File: config.mk
export PLATFORM = sky130hd
export DESIGN_NAME = tlb_top
export DESIGN_NICKNAME = d
export VERILOG_FILES = /design/src/hdl/tlb_pkg.sv /design/src/hdl/tlb_match_single.sv /design/src/hdl/tlb_match.sv /design/src/hdl/tlb_hit_encoder.sv /design/src/hdl/tlb_lookup_stage.sv /design/src/hdl/tlb_maint_ctrl.sv /design/src/hdl/tlb_top.sv
export SDC_FILE = /design/constraint.sdc
export NUM_CORES = 1
export LEC_CHECK = 0
export BUFFER_PORTS_ARGS = -buffer_cell sky130_fd_sc_hd__buf_4
export CORE_MARGIN = 8
export CORE_UTILIZATION = 30
export CTS_CLUSTER_SIZE = 24
export DETAILED_ROUTE_END_ITERATION = 7
export PLACE_DENSITY = 0.47
export SETUP_SLACK_MARGIN = 0.15
export SLEW_MARGIN = 20
export SYNTH_ARGS = -nofsm -noshare
export SYNTH_HDL_FRONTEND = slang
export SYNTH_HIERARCHICAL = 1
export SYNTH_SLANG_ARGS = --single-unit
export TNS_END_PERCENT = 100
File: constraint.sdc
create_clock -name clk -period 2.95 [get_ports clk]
set_clock_uncertainty 0.1 [all_clocks]
set_input_delay 0.1475 -clock clk [delete_from_list [all_inputs] [get_ports clk]]
set_output_delay 0.1475 -clock clk [all_outputs]
set_load 0.01 [all_outputs]
File: src/hdl/tlb_pkg.sv
package tlb_pkg;

  // page size codes, anything but 22 counts as a 4K page
  localparam logic [5:0] PS_4K = 6'd12;
  localparam logic [5:0] PS_4M = 6'd22;

  // maintenance opcodes
  typedef enum logic [1:0] {
    TLB_OP_WRITE    = 2'd0,
    TLB_OP_INV_ALL  = 2'd1,
    TLB_OP_INV_ASID = 2'd2
  } tlb_op_e;

  // one tag, 37 bits
  typedef struct packed {
    logic        e;    // exist
    logic [9:0]  asid;
    logic        g;    // global
    logic [5:0]  ps;
    logic [18:0] vppn;
  } tlb_key_t;

endpackage

File: src/hdl/tlb_match_single.sv
`timescale 1ns/1ps

module tlb_match_single import tlb_pkg::*; #(
  parameter bit CLEAR_ON_RESET = 1'b1
) (
  input  logic        clk,
  input  logic        rst_n_i,
  input  logic [18:0] vppn_i,
  input  logic [9:0]  asid_i,
  input  logic        update_i,
  input  tlb_key_t    update_key_i,
  input  logic        inv_all_i,
  input  logic        inv_asid_i,
  input  logic [9:0]  inv_asid_val_i,
  output logic        match_o
);

  tlb_key_t key_q;
  logic     is_4m_q;   // decoded at write time, keeps the compare path short

  logic match_high;
  logic match_low;
  logic match_asid;
  logic inv_hit;

  // asid flush only takes private entries
  assign inv_hit = inv_all_i ||
                   (inv_asid_i && !key_q.g && (key_q.asid == inv_asid_val_i));

  always_ff @(posedge clk) begin
    if (CLEAR_ON_RESET && !rst_n_i) begin
      key_q.e <= 1'b0;
    end else if (update_i) begin
      key_q   <= update_key_i;
      is_4m_q <= (update_key_i.ps == PS_4M);
    end else if (inv_hit) begin
      key_q.e <= 1'b0;
    end
  end

  assign match_high = (key_q.vppn[18:10] == vppn_i[18:10]);
  assign match_low  = (key_q.vppn[9:0] == vppn_i[9:0]);
  assign match_asid = (key_q.asid == asid_i);

  assign match_o = key_q.e && match_high &&
                   (is_4m_q || match_low) &&   // 4M ignores low 10 bits
                   (key_q.g || match_asid);

endmodule

File: src/hdl/tlb_match.sv
`timescale 1ns/1ps

module tlb_match import tlb_pkg::*; #(
  parameter int unsigned ENTRY_NUM      = 16,
  parameter bit          CLEAR_ON_RESET = 1'b1
) (
  input  logic                 clk,
  input  logic                 rst_n_i,
  input  logic [18:0]          vppn_i,
  input  logic [9:0]           asid_i,
  input  logic [ENTRY_NUM-1:0] update_i,
  input  tlb_key_t             update_key_i,
  input  logic                 inv_all_i,
  input  logic                 inv_asid_i,
  input  logic [9:0]           inv_asid_val_i,
  output logic [ENTRY_NUM-1:0] match_o
);

  // key and maintenance bus fan out to every entry
  for (genvar i = 0; i < ENTRY_NUM; i++) begin : g_entry
    tlb_match_single #(
      .CLEAR_ON_RESET (CLEAR_ON_RESET)
    ) u_entry (
      .clk            (clk),
      .rst_n_i        (rst_n_i),
      .vppn_i         (vppn_i),
      .asid_i         (asid_i),
      .update_i       (update_i[i]),
      .update_key_i   (update_key_i),
      .inv_all_i      (inv_all_i),
      .inv_asid_i     (inv_asid_i),
      .inv_asid_val_i (inv_asid_val_i),
      .match_o        (match_o[i])
    );
  end

endmodule

File: src/hdl/tlb_hit_encoder.sv
`timescale 1ns/1ps

module tlb_hit_encoder #(
  parameter int unsigned ENTRY_NUM = 16,
  localparam int unsigned IDX_W    = $clog2(ENTRY_NUM)
) (
  input  logic [ENTRY_NUM-1:0] match_i,
  output logic                 hit_o,
  output logic [IDX_W-1:0]     index_o,
  output logic                 multi_o
);

  logic [ENTRY_NUM-1:0] match_minus1;

  assign hit_o = |match_i;

  // clearing the lowest set bit leaves something only on a multi hit
  assign match_minus1 = match_i - 1'b1;
  assign multi_o      = |(match_i & match_minus1);

  // priority encode, lowest index wins
  always_comb begin
    index_o = '0;
    for (int i = ENTRY_NUM - 1; i >= 0; i--) begin
      if (match_i[i]) begin
        index_o = IDX_W'(i);
      end
    end
  end

endmodule

File: src/hdl/tlb_lookup_stage.sv
`timescale 1ns/1ps

module tlb_lookup_stage (
  input  logic        clk,
  input  logic        rst_n_i,
  input  logic        lookup_valid_i,
  output logic        lookup_ready_o,
  input  logic [18:0] lookup_vppn_i,
  input  logic [9:0]  lookup_asid_i,
  output logic        res_valid_o,
  input  logic        res_ready_i,
  output logic [18:0] req_vppn_o,
  output logic [9:0]  req_asid_o,
  output logic        stage_full_o
);

  logic        full_q;
  logic [18:0] vppn_q;
  logic [9:0]  asid_q;
  logic        req_fire;
  logic        res_fire;

  // single slot, refill allowed on the edge the result leaves
  assign lookup_ready_o = !full_q || res_ready_i;
  assign req_fire       = lookup_valid_i && lookup_ready_o;
  assign res_fire       = full_q && res_ready_i;

  always_ff @(posedge clk) begin
    if (!rst_n_i) begin
      full_q <= 1'b0;
    end else if (req_fire) begin
      full_q <= 1'b1;
    end else if (res_fire) begin
      full_q <= 1'b0;
    end
  end

  always_ff @(posedge clk) begin
    if (req_fire) begin
      vppn_q <= lookup_vppn_i;
      asid_q <= lookup_asid_i;
    end
  end

  assign res_valid_o  = full_q;
  assign req_vppn_o   = vppn_q;
  assign req_asid_o   = asid_q;
  assign stage_full_o = full_q;   // maintenance waits on this

endmodule

File: src/hdl/tlb_maint_ctrl.sv
`timescale 1ns/1ps

module tlb_maint_ctrl import tlb_pkg::*; #(
  parameter int unsigned ENTRY_NUM = 16,
  localparam int unsigned IDX_W    = $clog2(ENTRY_NUM)
) (
  input  logic                 cmd_valid_i,
  output logic                 cmd_ready_o,
  input  tlb_op_e              cmd_op_i,
  input  logic [IDX_W-1:0]     cmd_index_i,
  input  tlb_key_t             cmd_key_i,
  input  logic [9:0]           cmd_asid_i,
  input  logic                 stage_full_i,
  output logic [ENTRY_NUM-1:0] update_o,
  output tlb_key_t             update_key_o,
  output logic                 inv_all_o,
  output logic                 inv_asid_o,
  output logic [9:0]           inv_asid_val_o
);

  logic cmd_fire;

  // entries must not move under a pending result
  assign cmd_ready_o = !stage_full_i;
  assign cmd_fire    = cmd_valid_i && cmd_ready_o;

  always_comb begin
    update_o   = '0;
    inv_all_o  = 1'b0;
    inv_asid_o = 1'b0;
    if (cmd_fire) begin
      case (cmd_op_i)
        TLB_OP_WRITE: begin
          update_o = ENTRY_NUM'(1) << cmd_index_i;   // one hot
        end
        TLB_OP_INV_ALL: begin
          inv_all_o = 1'b1;
        end
        TLB_OP_INV_ASID: begin
          inv_asid_o = 1'b1;
        end
        default: begin
          // opcode 3 is unused
        end
      endcase
    end
  end

  assign update_key_o   = cmd_key_i;
  assign inv_asid_val_o = cmd_asid_i;

endmodule

File: src/hdl/tlb_top.sv
`timescale 1ns/1ps

module tlb_top import tlb_pkg::*; #(
  parameter int unsigned ENTRY_NUM      = 16,
  parameter bit          CLEAR_ON_RESET = 1'b1,
  localparam int unsigned IDX_W         = $clog2(ENTRY_NUM)
) (
  input  logic             clk,
  input  logic             rst_n_i,
  // lookup request
  input  logic             lookup_valid_i,
  output logic             lookup_ready_o,
  input  logic [18:0]      lookup_vppn_i,
  input  logic [9:0]       lookup_asid_i,
  // lookup result
  output logic             res_valid_o,
  input  logic             res_ready_i,
  output logic             res_hit_o,
  output logic [IDX_W-1:0] res_index_o,
  output logic             res_multi_o,
  // maintenance
  input  logic             cmd_valid_i,
  output logic             cmd_ready_o,
  input  tlb_op_e          cmd_op_i,
  input  logic [IDX_W-1:0] cmd_index_i,
  input  tlb_key_t         cmd_key_i,
  input  logic [9:0]       cmd_asid_i
);

  logic [18:0]          req_vppn;
  logic [9:0]           req_asid;
  logic                 stage_full;
  logic [ENTRY_NUM-1:0] update;
  tlb_key_t             update_key;
  logic                 inv_all;
  logic                 inv_asid;
  logic [9:0]           inv_asid_val;
  logic [ENTRY_NUM-1:0] match;

  tlb_lookup_stage u_lookup_stage (
    .clk            (clk),
    .rst_n_i        (rst_n_i),
    .lookup_valid_i (lookup_valid_i),
    .lookup_ready_o (lookup_ready_o),
    .lookup_vppn_i  (lookup_vppn_i),
    .lookup_asid_i  (lookup_asid_i),
    .res_valid_o    (res_valid_o),
    .res_ready_i    (res_ready_i),
    .req_vppn_o     (req_vppn),
    .req_asid_o     (req_asid),
    .stage_full_o   (stage_full)
  );

  tlb_maint_ctrl #(
    .ENTRY_NUM (ENTRY_NUM)
  ) u_maint_ctrl (
    .cmd_valid_i    (cmd_valid_i),
    .cmd_ready_o    (cmd_ready_o),
    .cmd_op_i       (cmd_op_i),
    .cmd_index_i    (cmd_index_i),
    .cmd_key_i      (cmd_key_i),
    .cmd_asid_i     (cmd_asid_i),
    .stage_full_i   (stage_full),
    .update_o       (update),
    .update_key_o   (update_key),
    .inv_all_o      (inv_all),
    .inv_asid_o     (inv_asid),
    .inv_asid_val_o (inv_asid_val)
  );

  tlb_match #(
    .ENTRY_NUM      (ENTRY_NUM),
    .CLEAR_ON_RESET (CLEAR_ON_RESET)
  ) u_match (
    .clk            (clk),
    .rst_n_i        (rst_n_i),
    .vppn_i         (req_vppn),
    .asid_i         (req_asid),
    .update_i       (update),
    .update_key_i   (update_key),
    .inv_all_i      (inv_all),
    .inv_asid_i     (inv_asid),
    .inv_asid_val_i (inv_asid_val),
    .match_o        (match)
  );

  // result is combinational off the registered key
  tlb_hit_encoder #(
    .ENTRY_NUM (ENTRY_NUM)
  ) u_hit_encoder (
    .match_i (match),
    .hit_o   (res_hit_o),
    .index_o (res_index_o),
    .multi_o (res_multi_o)
  );

endmodule

# Word level (Yosys, flattened, before mapping)

Index checks and enable logic that the tools add are counted.

Register bits after elaboration: 542
Word-level logic and storage cells: 394
Input port bits: 87

$add $sub $neg: 1
Equal/unequal tests: 67
Muxes and demuxes: 56
Reductions and logical operators: 185
Shift operators: 1
Bitwise logic cells: 1

Operators by type and width:

| cell                  | number |
|---|---|
| $eq 10x10->1          | 48 |
| $eq 9x9->1            | 16 |
| $logic_and 1x1->1     | 83 |
| $mux 4                | 16 |
| $logic_or 1x1->1      | 49 |
| $mux 1                | 38 |
| $reduce_bool 2->1     | 17 |
| $mux 16               | 2 |
| $reduce_and 2->1      | 16 |
| $reduce_or 16->1      | 2 |
| $logic_not 1->1       | 17 |
| $and 16x16->16        | 1 |
| $shl 1x4->16 const A  | 1 |
| $sub 16x1->16 const B | 1 |
| $eq 6x5->1 const B    | 1 |
| $eq 2x1->1 const B    | 1 |
| $eq 2x2->1 const B    | 1 |
| $logic_not 2->1       | 1 |

# Logic depth before layout (Yosys ltp)

Depth after elaboration: 20
Gate-level depth with buffers: 9
Depth with buffers taken out: 9

# By module

The synthesis kept the hierarchy.

By module, submodules not included:

| module           | instances | area each (um^2) | sequential area each (um^2) | cells an instance |
|---|---|---|---|---|
| tlb_match_single | 16        | 1441.4           | 950.9                       | 92 |
| tlb_lookup_stage | 1         | 935.9            | 890.9                       | 35 |
| tlb_maint_ctrl   | 1         | 543.0            | 0.0                         | 77 |
| tlb_hit_encoder  | 1         | 322.8            | 0.0                         | 53 |

# Worst setup path after synthesis

Ideal clock, no wire load.

Kind: reg-to-output
From: reg u_lookup_stage.asid_q[5], in the netlist u_lookup_stage/req_asid_o[5]
To: out res_multi_o
Data required time: 2.703 ns
Path slack: 0.073 ns
Path buffers: 0
Arrival time: 2.630 ns
Cell stages (with the launch flop): 10
Path through: edfxtp_1 xor2_1 nor4_1 a41oi_1 nor3_1 or4_4 nor2b_4 nand3_2 a2111oi_2 o211ai_1

Word-level cells in the longest chain between the ends: 6
Elaborated cells on any way between the ends: 51
Classes of those cells: add/sub (1); eq/ne (16); bitwise (1); reduce/logical (33)

Ends and longest elaborated chain:

| element                | line                   | text |
|---|---|---|
| from (decl)            | tlb_lookup_stage.sv:19 | `logic [9:0] asid_q;` |
| from (signal assigned) | tlb_lookup_stage.sv:41 | `asid_q <= lookup_asid_i;` |
| $eq 10x10->1 *         | tlb_match_single.sv:43 | `assign match_asid = (key_q.asid == asid_i);` |
| $logic_or 1x1->1 *     | tlb_match_single.sv:47 | `(key_q.g \|\| match_asid);` |
| $logic_and 1x1->1 *    | tlb_match_single.sv:46 | `(is_4m_q \|\| match_low) &&` |
| net match[3]           | tlb_top.sv:38          | `logic [ENTRY_NUM-1:0] match;` |
| $sub 16x1->16          | tlb_hit_encoder.sv:18  | `assign match_minus1 = match_i - 1'b1;` |
| $and 16x16->16 *       | tlb_hit_encoder.sv:19  | `assign multi_o = \|(match_i & match_minus1);` |
| $reduce_or 16->1 *     | tlb_hit_encoder.sv:19  |  |
| to (decl)              | tlb_top.sv:20          | `output logic res_multi_o,` |

The timed path passes the listed nets; every way through them passes the cells marked *.

# Worst setup path in the final report

From: reg u_lookup_stage.asid_q[4], in the netlist u_lookup_stage/req_asid_o[4]
To: out res_multi_o

Same word-level chain as after synthesis.

==> out/results.md <==
| Stage | Metric | Value |
|---|---|---|
| critical path | Cell at the slowest stage of the critical path | sky130_fd_sc_hd__edfxtp_1 |
| synth | Yosys Warn Count | 6 |
| clock tree | Clock tree buffer depth | 3 |
| route | Number of remaining DRC errors | 0 |
| global routing | Global-route usage over all layers | 15.63% |
| synth | Synth top area cells | sky130_fd_sc_hd__edfxtp_1 63%, sky130_fd_sc_hd__xor2_1 19%, sky130_fd_sc_hd__nor4_1 2.9% |
| critical path | Crit path capture type | output port |
| run | Max Cap Violations | 0 |
| critical path | CP Data Required Time | 2.70 ns |
| sta | Pins over their slew limit | 0 |
| placed design | Post-detailed-placement half-perimeter wirelength | 51.35 mm |
| floorplan | Number of top-level pins | 96 |
| placed design | Placed insts | 3056 |
| global routing | Leftover overflow at the end of global routing | 0 |
| sta | Max-slew headroom at the worst pin | 53.60% |
| global routing | Vias in the first global route | 16230 |
| sta | Final worst setup slack | -1.113 ns |
| clock tree | Reg clk slew, reported paths | 0.06 ns |
| worst hold path | Start point of the worst hold path | cmd_index_i[2] |
| cells and area | Utilization after layout | 40.06% |
| cells and area | Flip-flop and latch area | 16110 um2 |
| synth | Post-Synthesis Net Count | 1724 |
| critical path | Worst path bufs/invs | 4 |
| critical path | Cell seen most often among critical-path stages | sky130_fd_sc_hd__buf_6 |
| synth | Post-synthesis instance area | 24860 um2 |
| global routing | Met1 global-route usage | 20.55% |
| clock tree | Later-pin clock latency in the skew report | 0.63 ns |
| sta | Minimum clock period | 4.063 ns |
| clock tree | Clock tree from TritonCTS | yes |
| sta | Fin. Hold Viols | 0 |
| sta | Unrepaired setup endpoints after global routing | yes |
| synth | Cell type with the largest total area after synthesis | sky130_fd_sc_hd__edfxtp_1 |
| global routing | GRT met2 Usage | 26.02% |
| sta | Final count of negative-setup-slack endpoints | 6 |
| cells and area | Filler instances | 7589 |
| floorplan | Overall die height | 303.9 um |
| global routing | Pin count of the biggest net entering global routing | 34 |
| run status | Status | finished, violations left |
| cells and area | Commonest cells after routing, fill and taps aside | 533 x sky130_fd_sc_hd__xor2_1, 525 x sky130_fd_sc_hd__edfxtp_1, 371 x sky130_fd_sc_hd__buf_4 |
| synth | Number of enable-type register cells in the synthesized netlist | 525 |
| route | Vias | 15200 |
| route | Vias per inst | 4.638 |
| clock tree | Number of clock buffers inserted by TritonCTS | 60 |
| global routing | Global-route wire length before repair | 108.3 mm |
| cells and area | Synthesis-to-layout area growth | 32.29% |
| power and ir drop | Pwr Total | 16.91 mW |
| worst hold path | Min-delay worst type | in2reg |
| cells and area | Count of placed standard cells in the final layout, fillers left out | 3278 |
| global routing | Initial antenna violation count | 2 |
| critical path | WS Path Type | reg2out |
| route | WL/cell | 22.65 um |
| floorplan | Chip Width | 303.9 um |
| route | Total Routed Length | 74.23 mm |
| floorplan | Die area | 92350 um2 |
| synth | Async set-reset flop share out of synthesis | 0% |
| cells and area | Total Nets Final | 2243 |
| power and ir drop | PD cells | 514.0 nW/um2 |
| sta | Achievable frequency | 0.2461 GHz |
| critical path | Critical Path AT | 3.82 ns |
| cells and area | Footprint of the multi-input gates | 9032 um2 |
| synth | Area share of the largest cell type after synthesis | 63.41% |
| floorplan | Starting density of the core | 30.28% |
| critical path | Source of the worst register-to-register timing path | u_lookup_stage/res_valid_o |
| critical path | Crit path max-delay family | compound AO/OA/AOI/OAI gates |
| clock tree | Number of levels in the clock H-tree | 2 |
| synth | Mean post-synth cell area | 15.19 um2 |
| clock tree | Clock root cell | sky130_fd_sc_hd__clkbuf_16 |
| sta | Tightest Pin Transition | 0.6896 ns |
| critical path | Largest stage delay on the critical path | 0.51 ns |
| synth | Flip-flop cell with the highest count after synthesis | sky130_fd_sc_hd__edfxtp_1 |
| cells and area | Fraction of layout instances using a drive strength above 1 | 28.60% |
| route | First-pass DRT Iterations | 5 |
| synth | Gate Count Post-Synth | 1637 |
| power and ir drop | Total leakage power | 11.58 nW |
| sta | Part of the cycle the worst path needs | 137.7% |
| route | Starting DRT DRC Count | 871 |
| floorplan | Placeable core region | 82110 um2 |
| synth | Share of the yosys chip area belonging to registers | 64.77% |
| global routing | GR met3 Demand/Resource | 2.469% |
| critical path | Max Fanout on Critical Path | 7 |
| placed design | Buffers added on ports | 95 |
| critical path | Critical path launch point | u_lookup_stage/req_asid_o[4] |
| synth | Count of distinct cell types in the synthesized netlist | 44 |
| synth | Yosys reg bits | 542 |
| global routing | Top Usage Layer GRT | met2 |
| run status | Violations in the final reports | negative setup slack |
| floorplan | Total number of placement rows | 105 |
| placed design | Final weighted congestion in routability-driven placement | 0.8334 |
| critical path | Category of the worst setup path launch point | flop |
| cells and area | Most frequent standard cell in the layout excluding fill and tap cells | sky130_fd_sc_hd__xor2_1 |
| route | Antenna violation net count after detailed routing | 0 |
| placed design | Pre-CTS worst setup slack | -0.9053 ns |
| power and ir drop | Largest voltage drop on the vdd net | 0.4312 mV |
| critical path | Chain of cells forming the critical path | buf_6 > buf_6 > xor2_2 > nor4_2 > a41oi_2 > nor3_2 > or4_4 > buf_6 > nor2b_4 > nand3_2 > a2111oi_4 > o211ai_1 > buf_4 |
| clock tree | Sink count of the clock tree | 542 |
## area by class of cell
cell class | instances | area share, %
multi-input cells | 1037 | 27.46
inverters | 6 | 0.06847
repair buffers | 509 | 13.84
clock inverters | 34 | 0.6847
clock buffers | 78 | 4.896
diodes | 2 | 0.01522
well taps | 1070 | 4.070
flip-flops and latches | 542 | 48.96
## state kept, by name (all words and copies together) (netlist names)
register                         cells
u_lookup_stage/req_vppn_o           19
u_match/g_entry.u_entry/is_4m_q     16
u_lookup_stage/req_asid_o           10
u_lookup_stage/res_valid_o           1
u_match/g_entry.u_entry/key_q      496
## kinds of logic after synthesis
group                      after synthesis  synth area share [%]
and+or+nand+nor                        341                 9.149
xor gates and xnor gates               624                 21.98
DFF                                    542                 64.77
AOI/OAI and AO/OA                       71                 2.426
buffers and inverters                   58                 1.630
adders and majority gates                1               0.04026
## synthesized netlist by cell type (2+ instances only)
| master | number |
|---|---|
| sky130_fd_sc_hd__a2111oi_0 | 2 |
| sky130_fd_sc_hd__a211oi_1 | 4 |
| sky130_fd_sc_hd__a21oi_1 | 4 |
| sky130_fd_sc_hd__a32o_1 | 16 |
| sky130_fd_sc_hd__a41oi_1 | 32 |
| sky130_fd_sc_hd__and2_1 | 16 |
| sky130_fd_sc_hd__and4bb_2 | 2 |
| sky130_fd_sc_hd__buf_4 | 48 |
| sky130_fd_sc_hd__clkbuf_1 | 3 |
| sky130_fd_sc_hd__dfxtp_1 | 17 |
| sky130_fd_sc_hd__edfxtp_1 | 525 |
| sky130_fd_sc_hd__inv_1 | 6 |
| sky130_fd_sc_hd__nand2_1 | 3 |
| sky130_fd_sc_hd__nand2b_1 | 21 |
| sky130_fd_sc_hd__nand3_1 | 16 |
| sky130_fd_sc_hd__nand4_1 | 16 |
| sky130_fd_sc_hd__nand4bb_1 | 17 |
| sky130_fd_sc_hd__nor2_1 | 12 |
| sky130_fd_sc_hd__nor2b_1 | 32 |
| sky130_fd_sc_hd__nor3_1 | 47 |
| sky130_fd_sc_hd__nor3b_1 | 16 |
| sky130_fd_sc_hd__nor4_1 | 117 |
| sky130_fd_sc_hd__nor4_2 | 16 |
| sky130_fd_sc_hd__o21ai_0 | 5 |
| sky130_fd_sc_hd__or2_2 | 2 |
| sky130_fd_sc_hd__or4_4 | 2 |
| sky130_fd_sc_hd__xnor2_1 | 80 |
| sky130_fd_sc_hd__xor2_1 | 544 |
## worst register-to-register path, cell delays in order, from the launching register on
cell and delay [ns]:
sky130_fd_sc_hd__dfxtp_1 0.39, sky130_fd_sc_hd__or4b_4 0.63, sky130_fd_sc_hd__nor3_1 0.36, sky130_fd_sc_hd__and2_2 0.48, sky130_fd_sc_hd__buf_12 0.23
## per-layer routing
layer  vias to the layer above  share of wire [%]
li1                       7117                  -
met1                      7689                 44
met2                       279                 48
met3                       115                4.0
met4                         2                3.3
met5                         -              0.022
## timing repair
action | in CTS | in global routing
pin swaps | 29 | 43
endpoints found under the setup margin | 6 | 6
endpoints found under the hold margin | 542 | 0
hold buffers | 77 | 0
gates cloned | 1 | 0
gates resized for setup | 76 | 50
setup buffers | 18 | 13
## path summary, 6_finish.rpt
kind | end | slack [ns] | depth (start not counted)
worst min-delay path | u_match/g_entry[8].u_entry/key_q[36] | 0.10 | 5
worst min register to register | u_match/g_entry[1].u_entry/key_q[36] | 0.54 | 2
worst max-delay path | res_multi_o | -1.11 | 13
worst max register to register | u_match/g_entry[3].u_entry/key_q[26] | 0.45 | 4
## power by group
group          total [mW]  switching [mW]  internal, mW
clock network        7.08            3.07          4.00
registers            8.50          0.0259          8.48
logic                1.33           0.745         0.584
## per-stage QoR
step / setup TNS [ns] / instance area [um2] / hold slack [ns]
CTS: -5.612 / 32470 / 0.04434
detailed placement: -3.726 / 29270 / 0.2268
global route: -6.128 / 32890 / 0.09210
finish: -5.321 / 32890 / 0.1008
floorplan: 0 / 24890 / 0.1464
global placement: -3.842 / 29270 / 0.2265
Note: power is estimated with default switching activity, not from simulation.
